## src/source/uart_link_pkg.sv

```systemverilog
// ================================================
// UART string link package
// Bit timing, frame limits, delimiter byte and the
// state types shared by the link blocks
// ================================================
package uart_link_pkg;

	localparam int clks_per_bit = 16;            // Clock cycles per serial bit
	localparam int max_len      = 16;            // Payload bytes per frame
	localparam int str_bits     = max_len * 8;
	localparam logic [7:0] frame_char = 8'h26;   // ASCII '&'

	// Bit-time counter and its compare points
	typedef logic [$clog2(clks_per_bit)-1:0] bit_cnt_t;
	localparam bit_cnt_t bit_last = bit_cnt_t'(clks_per_bit - 1);
	localparam bit_cnt_t bit_mid  = bit_cnt_t'(clks_per_bit / 2 - 1);

	typedef logic [str_bits-1:0] link_str_t;     // Byte k at [8k+7:8k]
	typedef logic [4:0]          link_len_t;     // 0 to 16

	typedef enum logic [1:0] {
		bit_idle, bit_start, bit_data, bit_stop
	} bit_state_t;

	typedef enum logic [2:0] {
		bld_idle, bld_head1, bld_head2, bld_payload,
		bld_tail1, bld_tail2, bld_finish
	} build_state_t;

	typedef enum logic [2:0] {
		prs_hunt, prs_head2, prs_payload, prs_amp_seen, prs_finish
	} parse_state_t;

endpackage

```

## src/source/uart_bit_tx.sv

```systemverilog
// ================================================
// UART bit transmitter
// Sends one byte as start, 8 data bits LSB first
// and one stop bit
// ================================================
`timescale 1ns/100ps

module uart_bit_tx (
	input  logic       sys_clk,
	input  logic       sys_rst_n,
	input  logic [7:0] byte_data,
	input  logic       byte_valid,
	output logic       byte_ready,
	output logic       uart_tx_port
);
	import uart_link_pkg::*;

	bit_state_t state;
	bit_cnt_t   clk_cnt;
	logic [2:0] bit_idx;
	logic [7:0] shift_reg;   // Byte being serialized

	assign byte_ready = (state == bit_idle);

	always_ff @(posedge sys_clk or negedge sys_rst_n) begin
		if (!sys_rst_n) begin
			state        <= bit_idle;
			clk_cnt      <= '0;
			bit_idx      <= '0;
			uart_tx_port <= 1'b1;   // Line idles high
		end else begin
			case (state)
				bit_idle: begin
					clk_cnt <= '0;
					if (byte_valid) begin
						state        <= bit_start;
						uart_tx_port <= 1'b0;
					end
				end
				bit_start: begin
					clk_cnt <= clk_cnt + 1'b1;
					if (clk_cnt == bit_last) begin
						state        <= bit_data;
						clk_cnt      <= '0;
						bit_idx      <= '0;
						uart_tx_port <= shift_reg[0];
					end
				end
				bit_data: begin
					clk_cnt <= clk_cnt + 1'b1;
					if (clk_cnt == bit_last) begin
						clk_cnt <= '0;
						bit_idx <= bit_idx + 1'b1;
						if (bit_idx == 3'd7) begin
							state        <= bit_stop;
							uart_tx_port <= 1'b1;
						end else begin
							uart_tx_port <= shift_reg[1];   // Next bit after the shift
						end
					end
				end
				bit_stop: begin
					clk_cnt <= clk_cnt + 1'b1;
					if (clk_cnt == bit_last)
						state <= bit_idle;
				end
				default: state <= bit_idle;
			endcase
		end
	end

	always_ff @(posedge sys_clk) begin
		if (state == bit_idle && byte_valid)
			shift_reg <= byte_data;
		else if (state == bit_data && clk_cnt == bit_last)
			shift_reg <= {1'b0, shift_reg[7:1]};
	end

	// Ready returns exactly one frame time after each accepted byte
	a_frame_time: assert property (@(posedge sys_clk) disable iff (!sys_rst_n)
		$rose(byte_ready) |-> $past(byte_valid && byte_ready, 10 * clks_per_bit + 1));

endmodule

```

## src/source/uart_bit_rx.sv

```systemverilog
// ================================================
// UART bit receiver
// Synchronizes the serial input, samples each bit
// at mid-bit and outputs one pulse per good byte
// ================================================
`timescale 1ns/100ps

module uart_bit_rx (
	input  logic       sys_clk,
	input  logic       sys_rst_n,
	input  logic       uart_rx_port,
	output logic [7:0] rx_byte,
	output logic       rx_byte_valid
);
	import uart_link_pkg::*;

	logic       rx_meta;
	logic       rx_sync;
	logic       rx_prev;
	logic       start_edge;
	bit_state_t state;
	bit_cnt_t   clk_cnt;
	logic [2:0] bit_idx;
	logic [7:0] shift_reg;

	// Two-flop synchronizer plus one stage for edge detect
	always_ff @(posedge sys_clk or negedge sys_rst_n) begin
		if (!sys_rst_n) begin
			rx_meta <= 1'b1;
			rx_sync <= 1'b1;
			rx_prev <= 1'b1;
		end else begin
			rx_meta <= uart_rx_port;
			rx_sync <= rx_meta;
			rx_prev <= rx_sync;
		end
	end

	assign start_edge = rx_prev && !rx_sync;

	always_ff @(posedge sys_clk or negedge sys_rst_n) begin
		if (!sys_rst_n) begin
			state         <= bit_idle;
			clk_cnt       <= '0;
			bit_idx       <= '0;
			rx_byte_valid <= 1'b0;
		end else begin
			rx_byte_valid <= 1'b0;
			case (state)
				bit_idle: begin
					clk_cnt <= '0;
					if (start_edge)
						state <= bit_start;
				end
				bit_start: begin
					clk_cnt <= clk_cnt + 1'b1;
					if (clk_cnt == bit_mid) begin
						clk_cnt <= '0;
						bit_idx <= '0;
						state   <= rx_sync ? bit_idle : bit_data;   // Glitch rejected
					end
				end
				bit_data: begin
					clk_cnt <= clk_cnt + 1'b1;
					if (clk_cnt == bit_last) begin
						clk_cnt <= '0;
						bit_idx <= bit_idx + 1'b1;
						if (bit_idx == 3'd7)
							state <= bit_stop;
					end
				end
				bit_stop: begin
					clk_cnt <= clk_cnt + 1'b1;
					if (clk_cnt == bit_last) begin
						state         <= bit_idle;
						rx_byte_valid <= rx_sync;   // Framing error drops the byte
					end
				end
				default: state <= bit_idle;
			endcase
		end
	end

	always_ff @(posedge sys_clk) begin
		if (state == bit_data && clk_cnt == bit_last)
			shift_reg <= {rx_sync, shift_reg[7:1]};   // LSB arrives first
		if (state == bit_stop && clk_cnt == bit_last)
			rx_byte <= shift_reg;
	end

endmodule

```

## src/source/frame_builder.sv

```systemverilog
// ================================================
// Frame builder
// Turns a host string request into "&&", payload
// bytes and "&&" for the bit transmitter
// ================================================
`timescale 1ns/100ps

module frame_builder (
	input  logic                     sys_clk,
	input  logic                     sys_rst_n,
	input  uart_link_pkg::link_str_t tx_string,
	input  uart_link_pkg::link_len_t tx_length,
	input  logic                     tx_req,
	output logic                     tx_busy,
	output logic                     tx_done,
	output logic [7:0]               byte_data,
	output logic                     byte_valid,
	input  logic                     byte_ready
);
	import uart_link_pkg::*;

	build_state_t state;
	link_str_t    str_q;
	link_len_t    len_q;
	link_len_t    byte_cnt;   // Index of the payload byte on offer
	logic         fire;

	assign tx_busy    = (state != bld_idle);
	assign byte_valid = (state != bld_idle) && (state != bld_finish);
	assign byte_data  = (state == bld_payload) ?
		str_q[{byte_cnt[3:0], 3'b000} +: 8] : frame_char;
	assign fire       = byte_valid && byte_ready;

	always_ff @(posedge sys_clk or negedge sys_rst_n) begin
		if (!sys_rst_n) begin
			state    <= bld_idle;
			len_q    <= '0;
			byte_cnt <= '0;
			tx_done  <= 1'b0;
		end else begin
			tx_done <= 1'b0;
			case (state)
				bld_idle: begin
					byte_cnt <= '0;
					if (tx_req) begin
						state <= bld_head1;
						len_q <= (tx_length > link_len_t'(max_len)) ?
							link_len_t'(max_len) : tx_length;   // Clamp oversize requests
					end
				end
				bld_head1: if (fire) state <= bld_head2;
				bld_head2: if (fire) state <= (len_q == '0) ? bld_tail1 : bld_payload;
				bld_payload: begin
					if (fire) begin
						byte_cnt <= byte_cnt + 1'b1;
						if (byte_cnt + 1'b1 == len_q)
							state <= bld_tail1;
					end
				end
				bld_tail1: if (fire) state <= bld_tail2;
				bld_tail2: if (fire) state <= bld_finish;
				bld_finish: begin
					// Last stop bit is out once the transmitter is idle
					if (byte_ready) begin
						state   <= bld_idle;
						tx_done <= 1'b1;
					end
				end
				default: state <= bld_idle;
			endcase
		end
	end

	always_ff @(posedge sys_clk) begin
		if (state == bld_idle && tx_req)
			str_q <= tx_string;
	end

endmodule

```

## src/source/frame_parser.sv

```systemverilog
// ================================================
// Frame parser
// Finds "&&" delimiters in received bytes and
// assembles the payload string, length and overflow
// ================================================
`timescale 1ns/100ps

module frame_parser (
	input  logic                     sys_clk,
	input  logic                     sys_rst_n,
	input  logic [7:0]               rx_byte,
	input  logic                     rx_byte_valid,
	output uart_link_pkg::link_str_t rx_string,
	output uart_link_pkg::link_len_t rx_length,
	output logic                     rx_done,
	output logic                     rx_overflow
);
	import uart_link_pkg::*;

	parse_state_t state;
	logic         is_amp;
	logic         got_amp;
	logic         got_other;
	link_len_t    len_plus1;
	link_len_t    len_plus2;
	logic         room1;   // Space for one more byte
	logic         room2;   // Space for two more bytes

	assign is_amp    = (rx_byte == frame_char);
	assign got_amp   = rx_byte_valid && is_amp;
	assign got_other = rx_byte_valid && !is_amp;
	assign len_plus1 = rx_length + 5'd1;
	assign len_plus2 = rx_length + 5'd2;
	assign room1     = (rx_length < link_len_t'(max_len));
	assign room2     = (rx_length < link_len_t'(max_len - 1));

	assign rx_done = (state == prs_finish);   // Cycle after the closing '&'

	always_ff @(posedge sys_clk or negedge sys_rst_n) begin
		if (!sys_rst_n) begin
			state       <= prs_hunt;
			rx_string   <= '0;
			rx_length   <= '0;
			rx_overflow <= 1'b0;
		end else begin
			case (state)
				prs_hunt: if (got_amp) state <= prs_head2;
				prs_head2: begin
					if (got_amp) begin
						state       <= prs_payload;   // Frame opens
						rx_string   <= '0;
						rx_length   <= '0;
						rx_overflow <= 1'b0;
					end else if (rx_byte_valid) begin
						state <= prs_hunt;
					end
				end
				prs_payload: begin
					if (got_amp) begin
						state <= prs_amp_seen;
					end else if (got_other) begin
						if (room1) begin
							rx_string[{rx_length[3:0], 3'b000} +: 8] <= rx_byte;
							rx_length <= len_plus1;
						end else begin
							rx_overflow <= 1'b1;
						end
					end
				end
				prs_amp_seen: begin
					if (got_amp) begin
						state <= prs_finish;
					end else if (got_other) begin
						// Lone '&' was payload, keep it ahead of this byte
						state <= prs_payload;
						if (room1)
							rx_string[{rx_length[3:0], 3'b000} +: 8] <= frame_char;
						if (room2) begin
							rx_string[{len_plus1[3:0], 3'b000} +: 8] <= rx_byte;
							rx_length <= len_plus2;
						end else begin
							rx_overflow <= 1'b1;
							if (room1)
								rx_length <= len_plus1;
						end
					end
				end
				prs_finish: state <= prs_hunt;
				default: state <= prs_hunt;
			endcase
		end
	end

	a_len_bound: assert property (@(posedge sys_clk) disable iff (!sys_rst_n)
		rx_length <= link_len_t'(max_len));

endmodule

```

## src/source/uart_link_top.sv

```systemverilog
// ================================================
// UART string link top level
// Receive path into the frame parser, frame builder
// out through the bit transmitter
// ================================================
`timescale 1ns/100ps

module uart_link_top (
	input  logic                     sys_clk,
	input  logic                     sys_rst_n,
	input  uart_link_pkg::link_str_t tx_string,
	input  uart_link_pkg::link_len_t tx_length,
	input  logic                     tx_req,
	output logic                     tx_busy,
	output logic                     tx_done,
	output uart_link_pkg::link_str_t rx_string,
	output uart_link_pkg::link_len_t rx_length,
	output logic                     rx_done,
	output logic                     rx_overflow,
	input  logic                     uart_rx_port,
	output logic                     uart_tx_port
);

	logic [7:0] rx_byte;
	logic       rx_byte_valid;
	logic [7:0] byte_data;
	logic       byte_valid;
	logic       byte_ready;

	// Receive side
	uart_bit_rx u_uart_bit_rx (
		.sys_clk       (sys_clk),
		.sys_rst_n     (sys_rst_n),
		.uart_rx_port  (uart_rx_port),
		.rx_byte       (rx_byte),
		.rx_byte_valid (rx_byte_valid)
	);

	frame_parser u_frame_parser (
		.sys_clk       (sys_clk),
		.sys_rst_n     (sys_rst_n),
		.rx_byte       (rx_byte),
		.rx_byte_valid (rx_byte_valid),
		.rx_string     (rx_string),
		.rx_length     (rx_length),
		.rx_done       (rx_done),
		.rx_overflow   (rx_overflow)
	);

	// Transmit side
	frame_builder u_frame_builder (
		.sys_clk    (sys_clk),
		.sys_rst_n  (sys_rst_n),
		.tx_string  (tx_string),
		.tx_length  (tx_length),
		.tx_req     (tx_req),
		.tx_busy    (tx_busy),
		.tx_done    (tx_done),
		.byte_data  (byte_data),
		.byte_valid (byte_valid),
		.byte_ready (byte_ready)
	);

	uart_bit_tx u_uart_bit_tx (
		.sys_clk      (sys_clk),
		.sys_rst_n    (sys_rst_n),
		.byte_data    (byte_data),
		.byte_valid   (byte_valid),
		.byte_ready   (byte_ready),
		.uart_tx_port (uart_tx_port)
	);

endmodule

```

## config.mk

```make
export PLATFORM = sky130hd
export DESIGN_NAME = uart_link_top
export DESIGN_NICKNAME = d
export VERILOG_FILES = /design/src/source/uart_link_pkg.sv /design/src/source/uart_bit_tx.sv /design/src/source/uart_bit_rx.sv /design/src/source/frame_builder.sv /design/src/source/frame_parser.sv /design/src/source/uart_link_top.sv
export SDC_FILE = /design/constraint.sdc
export NUM_CORES = 1
export LEC_CHECK = 0
export ABC_AREA = 1
export BUFFER_PORTS_ARGS = -buffer_cell sky130_fd_sc_hd__buf_4
export CAP_MARGIN = 40
export CORE_MARGIN = 1
export CORE_UTILIZATION = 55
export DETAILED_ROUTE_END_ITERATION = 8
export PLACE_DENSITY_LB_ADDON = 0.08
export SLEW_MARGIN = 0
export SYNTH_ARGS = -nofsm -noshare
export SYNTH_HDL_FRONTEND = slang
export SYNTH_HIERARCHICAL = 1
export SYNTH_SLANG_ARGS = --single-unit
```

## constraint.sdc

```tcl
create_clock -name sys_clk -period 4.02 [get_ports sys_clk]
set_input_delay 0.201 -clock sys_clk [delete_from_list [all_inputs] [get_ports sys_clk]]
set_output_delay 0.201 -clock sys_clk [all_outputs]
set_load 0.02 [all_outputs]
```

==> results of run 1 <==
==> layer usage <==
| metal | part of all wire, % | vias to the layer above | track usage [%] |
|---|---|---|---|
| li1 | - | 8462 | - |
| met1 | 37 | 8605 | 47.0 |
| met2 | 47 | 1289 | 62.8 |
| met3 | 11 | 225 | 7.53 |
| met4 | 5.5 | 0 | 20.3 |
| met5 | 0 | - | 0 |
==> tightest hold or removal path: stages <==
cell	delay [ns]
sky130_fd_sc_hd__buf_4	0.08
sky130_fd_sc_hd__nand2_1	0.15
sky130_fd_sc_hd__nand2_1	0.10
sky130_fd_sc_hd__o21ai_1	0.06
==> repair_timing <==
item / in CTS / in global routing
endpoints found under the hold margin: 209 / 0
buffers inserted: 0 / 0
hold buffers: 135 / 0
==> worst max path at each step <==
| stage | slack, ns | endpoint | depth (start not counted) | start |
|---|---|---|---|---|
| final | 0.76 | u_frame_parser/rx_string[57]$_DFFE_PN0P_ | 11 | u_uart_bit_rx/rx_byte[4]$_DFFE_PP_ |
| after global routing | 0.67 | u_frame_parser/rx_string[57]$_DFFE_PN0P_ | 11 | u_uart_bit_rx/rx_byte[4]$_DFFE_PP_ |
| after CTS | 0.86 | u_frame_parser/rx_string[57]$_DFFE_PN0P_ | 11 | u_uart_bit_rx/rx_byte[4]$_DFFE_PP_ |
| after detailed placement | 0.89 | u_frame_parser/rx_string[7]$_DFFE_PN0P_ | 12 | u_uart_bit_rx/rx_byte[4]$_DFFE_PP_ |
| after global placement | 0.83 | u_frame_parser/rx_string[7]$_DFFE_PN0P_ | 11 | u_uart_bit_rx/rx_byte[4]$_DFFE_PP_ |
| after floorplan | 1.10 | u_frame_parser/rx_string[75]$_DFFE_PN0P_ | 17 | u_frame_parser/rx_length[2]$_DFFE_PN0P_ |
==> power groups by stage <==
stage	logic [mW]	clock network [mW]	registers (mW)
after floorplan	0.0624	0	3.59
after global placement	0.214	0	3.59
after detailed placement	0.220	0	3.60
after CTS	0.324	3.23	3.53
after global routing	0.369	3.40	3.53
final	0.338	3.25	3.53
==> synth_stat cells (28+ instances only) <==
cell type,instances,area (um2)
sky130_fd_sc_hd__inv_1,138,518
sky130_fd_sc_hd__edfxtp_1,152,4560
sky130_fd_sc_hd__o21ai_0,211,1060
sky130_fd_sc_hd__dfrtp_1,170,4250
sky130_fd_sc_hd__a21oi_1,92,460
sky130_fd_sc_hd__clkbuf_1,48,180
sky130_fd_sc_hd__buf_2,40,200
sky130_fd_sc_hd__nor2_1,194,728
sky130_fd_sc_hd__o21ai_1,54,270
sky130_fd_sc_hd__nand2_1,696,2610
sky130_fd_sc_hd__nand3_1,164,821
sky130_fd_sc_hd__o22ai_1,28,175
sky130_fd_sc_hd__o211ai_1,41,308
==> through the flow <==
step,worst slack [ns],area (um2),util [%],hold slack (ns)
3_3_place_gp,0.830,20700,63.5,0.279
6_report,0.762,23200,71.2,0.117
3_5_place_dp,0.891,20700,63.6,0.277
5_1_grt,0.667,23200,71.2,0.144
2_1_floorplan,1.10,18300,-,-0.0946
4_1_cts,0.857,23200,71.2,0.108
==> cells by family (layout without fill, tap and decap cells) <==
logic type                 Yosys count  count (layout)  synth area share [%]
adders and majority gates           20              20                  1.37
buffers and inverters              285             691                  6.75
AOI/OAI and AO/OA                  480             480                  14.8
and+or+nand+nor                   1170            1170                  27.5
muxes                                8               8                 0.493
xor gates and xnor gates             4               4                 0.233
DFF                                326             326                  48.9
==> final cells by class <==
class,count,area share (%)
multi-input cells,1682,34.9
well taps,442,2.38
inverters,168,2.74
clock inverters,18,0.754
flip-flops and latches,326,38.4
repair buffers,459,16.7
clock buffers,46,4.08
==> metrics.csv, run 1 <==
stage;metric;value;unit
run_status;outcome;finished, final reports clean;
grt;globalRouteTotalUtil;38.0;%
setup_path;ff2ff_setup_slack;0.76;ns
sta;rsz0062_at_grt;false;
sta;timing.final.setup_violations;0;
pwr;share_seq_of_total_power;49.6;%
synthesis;ys_types;58;
synthesis;postSynth.topFlopCell;sky130_fd_sc_hd__dfrtp_1;
grt;first_pass_grt_wire_length;99300;um
pwr;intPower;5.57;mW
sta;slew_headroom;44.1;%
sta;fin_crit;3.26;ns
die;die_height;184;um
pwr;totalPowerFinal;7.12;mW
pwr;switching_power;1.55;mW
die;die_area;0.0339;mm2
cts;clock_sinks;326;
pwr;switching_share;21.7;%
setup_path;crit_slowest_cell;sky130_fd_sc_hd__edfxtp_1;
sta;setup_total_negative_slack;0;ns
pwr;cellLeakagePower;10.8;nW
synthesis;synthesis.area;0.0183;mm2
setup_path;family_with_the_most_delay_on_the_worst_path;buffers and inverters;
grt;overflow;0;
layout;reg_top3;u_frame_builder/str_q (128), u_frame_parser/rx_string (128);
hold_path;hold_path_class;in -> reg;
sta;tightest_slew;0.838;ns
grt;first_global_vias;17900;
synthesis;synth.yosys.seq_area_share;48.9;%
setup_path;critical_path_arrival;3.65;ns
die;initial_core_utilization;56.0;%
layout;nFillCells;2452;
detailed_routing;route.detailed.drc;0;
synthesis;synthesis.yosys.warnings;6;
cts;cts_buffers;36;
cts;clk_pin_slew_worst_paths;0.06;ns
cts;cts_repair_resize_count;0;
cts;cts_root_buffer;sky130_fd_sc_hd__clkbuf_16;
cts;tritoncts;yes;
setup_path;worst_setup_path_end_kind;flip-flop;
synthesis;synth_async_sr_flop_share;53.4;%
setup_path;timing.critical_path.from_type;flip-flop;
setup_path;timing_worst_setup_path_type;reg -> reg;
hold_path;worstHoldPathCells;4;
pwr;clock_power_share;45.7;%
sta;final.period_utilization;81.1;%
placement;placed_cells_incl_taps;2942;
cts;worst_skew_pair_latency;0.52;ns
detailed_routing;first_iter_violations;2193;
cts;htree_levels;2;
sta;fin_worst_skew;0.0168;ns
setup_path;worstPathRequired;4.42;ns
hold_path;start_point_of_the_worst_hold_path;tx_req;
layout;final_cells;3141;
die;rows;66;
synthesis;syn-num-nets;2450;
detailed_routing;totalWireLength;64500;um
sta;drv_slew;0;
detailed_routing;vias;18600;
die;io-pin-count;275;
cts;clock_path_buffers;3;
die;fp.dieW;184;um
setup_path;worst_r2r_endpoint;u_frame_parser/rx_string[57]$_DFFE_PN0P_;
layout;final_cell_mix;sky130_fd_sc_hd__nand2_1, sky130_fd_sc_hd__buf_4, sky130_fd_sc_hd__o21ai_0;
setup_path;delay_of_the_slowest_cell_on_the_worst_path;0.66;ns
grt;grt_antenna_before_repair;0;
setup_path;worstPathCellList;inv_1 > nand4_1 > nor2_4 > nand3_1 > o21ai_2 > nand2_4 > clkinv_2 > buf_12 > o21ai_1 > a21oi_1 > nor2_1;
run;drv_cap;0;
detailed_routing;routed_via_density;5.92;
pwr;powerDensity;307;mW/mm2
pwr;vdd_drop_max;356;uV
grt;grt_max_degree;95;
synthesis;syn-mean-instance-area;7.97;um2
layout;share_of_final_layout_standard_cells_stronger_than_drive_strength_1;18.2;%
pwr;part_of_the_power_in_combinational_logic;4.7;%
sta;fmax;0.307;GHz
layout;syn_to_final_growth;27.1;%
detailed_routing;wl_per_cell;20.5;um
setup_path;timing.critical_path.buf_inv;3;
synthesis;synthCells;2293;
layout;area_of_the_multi_input_gates;0.00811;mm2
sta;hold_viol_final;0;
layout;diodes;0;
layout;register_area;0.00892;mm2
placement;portBuffers;274;
placement;globalplace.congestion;0.996;
setup_path;worst_reg2reg_path_depth;11;
synthesis;register_bit_total_from_synthesis;326;
setup_path;worst-path-max-fanout;51;
detailed_routing;drt-pass1-iter-count;6;
setup_path;reg2reg_from;u_uart_bit_rx/rx_byte[4]$_DFFE_PP_;
layout;finish.net_count;2830;
die;core-area;0.0326;mm2
detailed_routing;postRouteAntennaNets;0;
placement;dp.final_hpwl;40600;um
layout;mostFrequentLayoutCell;sky130_fd_sc_hd__nand2_1;
synthesis;synth_enable_flop_cells;152;
hold_path;worstHoldEndpoint;u_frame_builder/len_q[1]$_DFFE_PN0P_;
No activity file was read; power rests on OpenSTA's default activity.
==> inputs of run 2 (changes only) <==
clock period = 3.1 ns   (was 4.02 ns; I/O delays follow)
==> run 2 against run 1 <==
  * Hold slack got worse by 0.042 ns
  * Die area did not move
  * Setup slack got worse by 0.52 ns
  * Total power rose by 32%
==> metrics.csv, run 2 (synthesized netlist as in run 1, its figures left out) <==
stage;metric;value;unit
grt;first_pass_grt_wire_length;99200;um
pwr;share_seq_of_total_power;48.6;%
cts;clock_sinks;326;
detailed_routing;met2_wire_length;30600;um
detailed_routing;totalWireLength;64000;um
cts;clock_path_buffers;3;
detailed_routing;route.detailed.drc;0;
run;drv_cap;0;
placement;portBuffers;274;
setup_path;crit_path_frequent_cell;sky130_fd_sc_hd__nand2_1;
die;die_height;184;um
setup_path;worstPathCellList;inv_1 > ha_1 > inv_2 > nor2_4 > nand3_1 > nor2_1 > nand2_1 > nand2_1 > o21ai_1 > inv_1 > nand2_1 > nand2_1 > nand2_1;
sta;setup_total_negative_slack;0;ns
setup_path;crit_slowest_cell;sky130_fd_sc_hd__nor2_1;
pwr;clock_power_share;46.7;%
grt;overflow;0;
pwr;switching_power;2.09;mW
layout;diodes;0;
sta;slew_headroom;46.2;%
sta;hold_slack;0.0751;ns
placement;placed_cells_incl_taps;2967;
detailed_routing;postRouteAntennaNets;0;
sta;hold_viol_final;0;
setup_path;delay_of_the_slowest_cell_on_the_worst_path;0.51;ns
pwr;vdd_drop_max;444;uV
pwr;intPower;7.32;mW
grt;globalRouteTotalUtil;38.0;%
placement;postPlaceCellArea;0.0210;mm2
setup_path;ff2ff_setup_slack;0.24;ns
placement;pre_cts_slack;0.211;ns
detailed_routing;wl_per_cell;20.2;um
die;initial_core_utilization;56.0;%
layout;nFillCells;2411;
pwr;part_of_the_power_in_combinational_logic;4.7;%
pwr;switching_share;22.2;%
cts;worst_skew_pair_latency;0.56;ns
layout;share_of_final_layout_standard_cells_stronger_than_drive_strength_1;19.4;%
sta;drv_slew;0;
cts;cts_root_buffer;sky130_fd_sc_hd__clkbuf_16;
layout;area_of_the_multi_input_gates;0.00812;mm2
die;rows;66;
die;core-area;0.0326;mm2
sta;final.period_utilization;92.3;%
setup_path;worst-path-max-fanout;8;
die;fp.dieW;184;um
pwr;powerDensity;399;mW/mm2
layout;finish.net_count;2861;
pwr;cellLeakagePower;10.9;nW
setup_path;critical_path_arrival;3.30;ns
detailed_routing;routed_via_density;5.82;
detailed_routing;drt-pass1-iter-count;6;
sta;fmax;0.349;GHz
cts;clk_pin_slew_worst_paths;0.06;ns
layout;final_cells;3174;
sta;rsz0062_at_grt;false;
layout;final_cell_mix;sky130_fd_sc_hd__nand2_1, sky130_fd_sc_hd__buf_4, sky130_fd_sc_hd__o21ai_0;
grt;grt_max_degree;80;
cts;tritoncts;yes;
detailed_routing;drt-met1-wl;23700;um
layout;register_area;0.00892;mm2
layout;reg_top3;u_frame_builder/str_q (128), u_frame_parser/rx_string (128);
sta;fin_crit;2.86;ns
hold_path;hold_path_class;in -> reg;
detailed_routing;vias;18500;
setup_path;timing.critical_path.from_type;flip-flop;
detailed_routing;topRoutingLayerUsed;met4;
grt;first_global_vias;17900;
sta;fin_worst_skew;0.0184;ns
layout;mostFrequentLayoutCell;sky130_fd_sc_hd__nand2_1;
die;die_area;0.0339;mm2
sta;final_critical_path_setup_slack;0.238;ns
detailed_routing;first_iter_violations;2103;
sta;tightest_slew;0.806;ns
setup_path;worst_setup_path_end_kind;flip-flop;
setup_path;worstPathRequired;3.53;ns
layout;fin_area;0.0236;mm2
grt;grt_antenna_before_repair;0;
detailed_routing;routed-wl-met3;6510;um
setup_path;timing_worst_setup_path_type;reg -> reg;
die;io-pin-count;275;
run_status;outcome;finished, final reports clean;
sta;timing.final.setup_violations;0;
placement;globalplace.congestion;0.995;
layout;syn_to_final_growth;29.0;%
placement;dp.final_hpwl;40600;um
cts;htree_levels;2;
cts;cts_buffers;37;
run 2: changes by cell type in the layout (fill, tap and decap cells not counted), sizes merged:
cell,delta
clkinvlp,+2
clkbuf,-1
buf,+27
clkinv,+1
inv,+1
dlygate4sd3,+3
run 2: final cells by class:
| cell class | count | share of cell area (%) |
|---|---|---|
| clock buffer | 45 | 4.14 |
| tap | 442 | 2.35 |
| multi-input combinational | 1682 | 34.5 |
| timing repair buffer | 489 | 17.6 |
| clock inverter | 22 | 0.929 |
| sequential | 326 | 37.9 |
| inverter | 168 | 2.70 |
run 2: worst max-delay path: cells and delay by family, from the launching register on:
family | cells | cell delay, ns
flip-flops | 1 | 0.44
buffers and inverters | 3 | 0.34
adder cells (fa/ha/maj) | 1 | 0.45
AND/OR/NAND/NOR | 8 | 1.40
AO/OA/AOI/OAI | 1 | 0.09
run 2: per-layer routing:
layer | vias up | track usage, %
met5 | - | 0
met4 | 0 | 20.0
met3 | 221 | 8.85
met2 | 1150 | 63.0
met1 | 8568 | 46.0
li1 | 8534 | -
run 2: metrics by stage:
step | util [%] | power, mW
after floorplan | - | 4.74
after global placement | 64.3 | 4.94
after detailed placement | 64.3 | 4.95
after CTS | 72.2 | 9.40
after global routing | 72.3 | 9.68
final | 72.3 | 9.41
run 2: path summary, 6_finish.rpt:
kind / from / to / cells past startpoint
max in group asynchronous: sys_rst_n / u_uart_bit_rx/rx_meta$_DFF_PN1_ / 3
hold / removal: tx_req / u_frame_builder/len_q[4]$_DFFE_PN0P_ / 3
setup / recovery: u_frame_parser/rx_length[1]$_DFFE_PN0P_ / u_frame_parser/rx_string[19]$_DFFE_PN0P_ / 13
hold reg to reg: u_uart_bit_rx/rx_meta$_DFF_PN1_ / u_uart_bit_rx/rx_sync$_DFF_PN1_ / 0
min in group asynchronous: sys_rst_n / u_frame_parser/rx_string[8]$_DFFE_PN0P_ / 2
setup reg to reg: u_frame_parser/rx_length[1]$_DFFE_PN0P_ / u_frame_parser/rx_string[19]$_DFFE_PN0P_ / 13
run 2: timing repair:
| action | in CTS | in global routing |
|---|---|---|
| setup buffers | 0 | 2 |
| endpoints found under the setup margin | 0 | 8 |
| resized for setup | 0 | 2 |
| endpoints found under the hold margin | 206 | 0 |
| hold buffers | 138 | 0 |
run 2: power by group through the flow:
| stage | Clock (mW) | Combinational, mW | Sequential, mW |
|---|---|---|---|
| finish | 4.39 | 0.443 | 4.58 |
| global route | 4.62 | 0.482 | 4.58 |
| CTS | 4.40 | 0.424 | 4.58 |
| detailed placement | 0 | 0.289 | 4.66 |
| global placement | 0 | 0.282 | 4.66 |
| floorplan | 0 | 0.0809 | 4.66 |
==> inputs of run 3 (changes only) <==
CORE_UTILIZATION = 52   (was 55)
clock period = 2.55 ns   (was 3.1 ns; I/O delays follow)
==> run 3 against run 2 <==
  * Hold slack about the same
  * Count of clock-buffer cells in the layout increased by 9
  * Total power grew 19%
  * Routed wire length rose by 2.0%
  * Non-clock buffer count grew 45
  * First-iteration DRC count shrank 19%
  * Global-route usage fell by 1.9 points
  * Die area increased by 5.7%
  * Clock power grew 17%
==> metrics.csv, run 3 (synthesized netlist as in run 1, its figures left out) <==
stage;metric;value;unit
setup_path;timing.critical_path.from_type;flip-flop;
sta;hold_viol_final;0;
grt;grt_antenna_before_repair;0;
setup_path;worst_setup_path_end_kind;flip-flop;
grt;overflow;0;
setup_path;reg2reg_from;u_frame_parser/rx_length[1]$_DFFE_PN0P_;
sta;fmax;0.415;GHz
sta;tightest_slew;0.677;ns
detailed_routing;totalWireLength;65300;um
run;drv_cap;0;
grt;first_global_vias;18300;
pwr;powerDensity;469;mW/mm2
placement;portBuffers;274;
hold_path;hold_path_class;in -> reg;
setup_path;timing_worst_setup_path_type;reg -> reg;
cts;worst_skew_pair_latency;0.55;ns
setup_path;delay_of_the_slowest_cell_on_the_worst_path;0.38;ns
setup_path;critical_path_arrival;2.89;ns
placement;postPlaceCellArea;0.0212;mm2
detailed_routing;route.detailed.drc;0;
grt;first_pass_grt_wire_length;100000;um
setup_path;startpoint;u_frame_parser/rx_length[1]$_DFFE_PN0P_;
sta;hold_slack;0.0752;ns
detailed_routing;postRouteAntennaNets;0;
detailed_routing;wl_per_cell;20.2;um
placement;dp.final_hpwl;43100;um
sta;fin_worst_skew;0.0127;ns
die;fp.dieW;189;um
sta;final.period_utilization;94.6;%
layout;share_of_final_layout_standard_cells_stronger_than_drive_strength_1;21.0;%
layout;mostFrequentLayoutCell;sky130_fd_sc_hd__nand2_1;
die;io-pin-count;275;
cts;cts_buffers;36;
placement;pre_cts_slack;-0.0185;ns
cts;htree_levels;2;
hold_path;start_point_of_the_worst_hold_path;tx_req;
sta;timing.final.setup_violations;0;
setup_path;worstPathRequired;3.03;ns
cts;clk_pin_slew_worst_paths;0.06;ns
die;core-area;0.0345;mm2
cts;clock_sinks;326;
grt;grt_max_degree;63;
pwr;totalPowerFinal;11.2;mW
layout;finish.net_count;2905;
setup_path;crit_path_frequent_cell;sky130_fd_sc_hd__nand2_1;
run_status;outcome;finished, final reports clean;
pwr;vdd_drop_max;435;uV
cts;cts_root_buffer;sky130_fd_sc_hd__clkbuf_16;
die;initial_core_utilization;52.9;%
cts;tritoncts;yes;
layout;syn_to_final_growth;31.1;%
detailed_routing;first_iter_violations;1706;
die;die_area;0.0359;mm2
placement;globalplace.congestion;0.985;
layout;utilization;69.3;%
grt;globalRouteTotalUtil;36.1;%
sta;setup_total_negative_slack;0;ns
die;die_height;189;um
layout;reg_top3;u_frame_builder/str_q (128), u_frame_parser/rx_string (128);
detailed_routing;routed_via_density;5.76;
detailed_routing;drt-pass1-iter-count;7;
layout;final_cells;3229;
sta;rsz0062_at_grt;true;
setup_path;worstPathCellList;inv_2 > ha_2 > nor2_4 > nand2_1 > nand2_1 > nand2_4 > inv_4 > nand2_2 > inv_1 > nand2_1 > o21ai_1 > buf_4 > nand2_1 > nand2_1;
setup_path;worst-path-max-fanout;8;
sta;drv_slew;0;
pwr;cellLeakagePower;11.2;nW
layout;final_cell_mix;sky130_fd_sc_hd__nand2_1, sky130_fd_sc_hd__buf_4, sky130_fd_sc_hd__o21ai_0;
layout;fin_area;0.0239;mm2
setup_path;crit_slowest_cell;sky130_fd_sc_hd__dfrtp_1;
layout;diodes;0;
sta;slew_headroom;54.7;%
die;rows;68;
cts;clock_path_buffers;3;
sta;final_critical_path_setup_slack;0.139;ns
detailed_routing;vias;18600;
sta;fin_crit;2.41;ns
placement;placed_cells_incl_taps;3015;
==> run 3: cell count changes in the layout (fill, tap and decap cells not counted), moves of 4 or more <==
cell                       delta
sky130_fd_sc_hd__nor2_1       -5
sky130_fd_sc_hd__o21ai_1      +4
sky130_fd_sc_hd__clkbuf_8     +4
sky130_fd_sc_hd__nand2_1      -4
sky130_fd_sc_hd__buf_6        +4
sky130_fd_sc_hd__clkbuf_1     +6
sky130_fd_sc_hd__o21ai_0      -5
sky130_fd_sc_hd__nor2_2       +4
sky130_fd_sc_hd__clkinv_2     -7
sky130_fd_sc_hd__buf_4       +44
==> run 3: final cells by class <==
cell class,count,area [um2]
fillers,2747,10600
flip-flops and latches,326,8930
multi-input cells,1682,8190
repair buffers,534,4480
clock buffers,54,1030
inverters,168,646
well taps,455,569
clock inverters,10,109
==> run 3: timing repair <==
action                                  4_1_cts  5_1_grt
gates cloned                                  0        1
gates resized for setup                       1       31
buffers inserted                              0       10
endpoints found under the hold margin       191        0
endpoints found under the setup margin        4      106
pin swaps                                     0        6
hold buffers                                139        0
==> run 3: path summary, 6_finish.rpt <==
| path | endpoint | slack (ns) | cells after the start |
|---|---|---|---|
| worst max-delay path | u_frame_parser/rx_string[11]$_DFFE_PN0P_ | 0.14 | 14 |
| worst min-delay path | u_frame_builder/len_q[4]$_DFFE_PN0P_ | 0.08 | 3 |
| worst max register to register | u_frame_parser/rx_string[11]$_DFFE_PN0P_ | 0.14 | 14 |
| worst min register to register | u_uart_bit_rx/rx_sync$_DFF_PN1_ | 0.36 | 0 |
| max in group asynchronous | u_uart_bit_tx/uart_tx_port$_DFFE_PN1P_ | 1.61 | 3 |
| min in group asynchronous | u_frame_parser/rx_string[11]$_DFFE_PN0P_ | 0.13 | 2 |
==> run 3: report_power, final <==
part           leakage [nW]  internal (mW)  switching (mW)
Sequential             3.74           5.53          0.0352
Combinational          6.87          0.314           0.217
Clock                 0.550           2.92            2.21
Total                  11.2           8.76            2.46
==> run 3: routing by layer <==
layer | share of wire, % | global-route usage [%]
met1 | 37 | 43.4
met2 | 49 | 61.5
met3 | 9.0 | 6.93
met4 | 5.1 | 18.4
met5 | 0 | 0
==> run 3: worst max-delay path: cells and delay by family (launching register included) <==
kind                       cells  cell delay, ns
and+or+nand+nor                8            0.81
adders and majority gates      1            0.33
buffers and inverters          4            0.50
AOI/OAI and AO/OA              1            0.32
DFF                            1            0.38
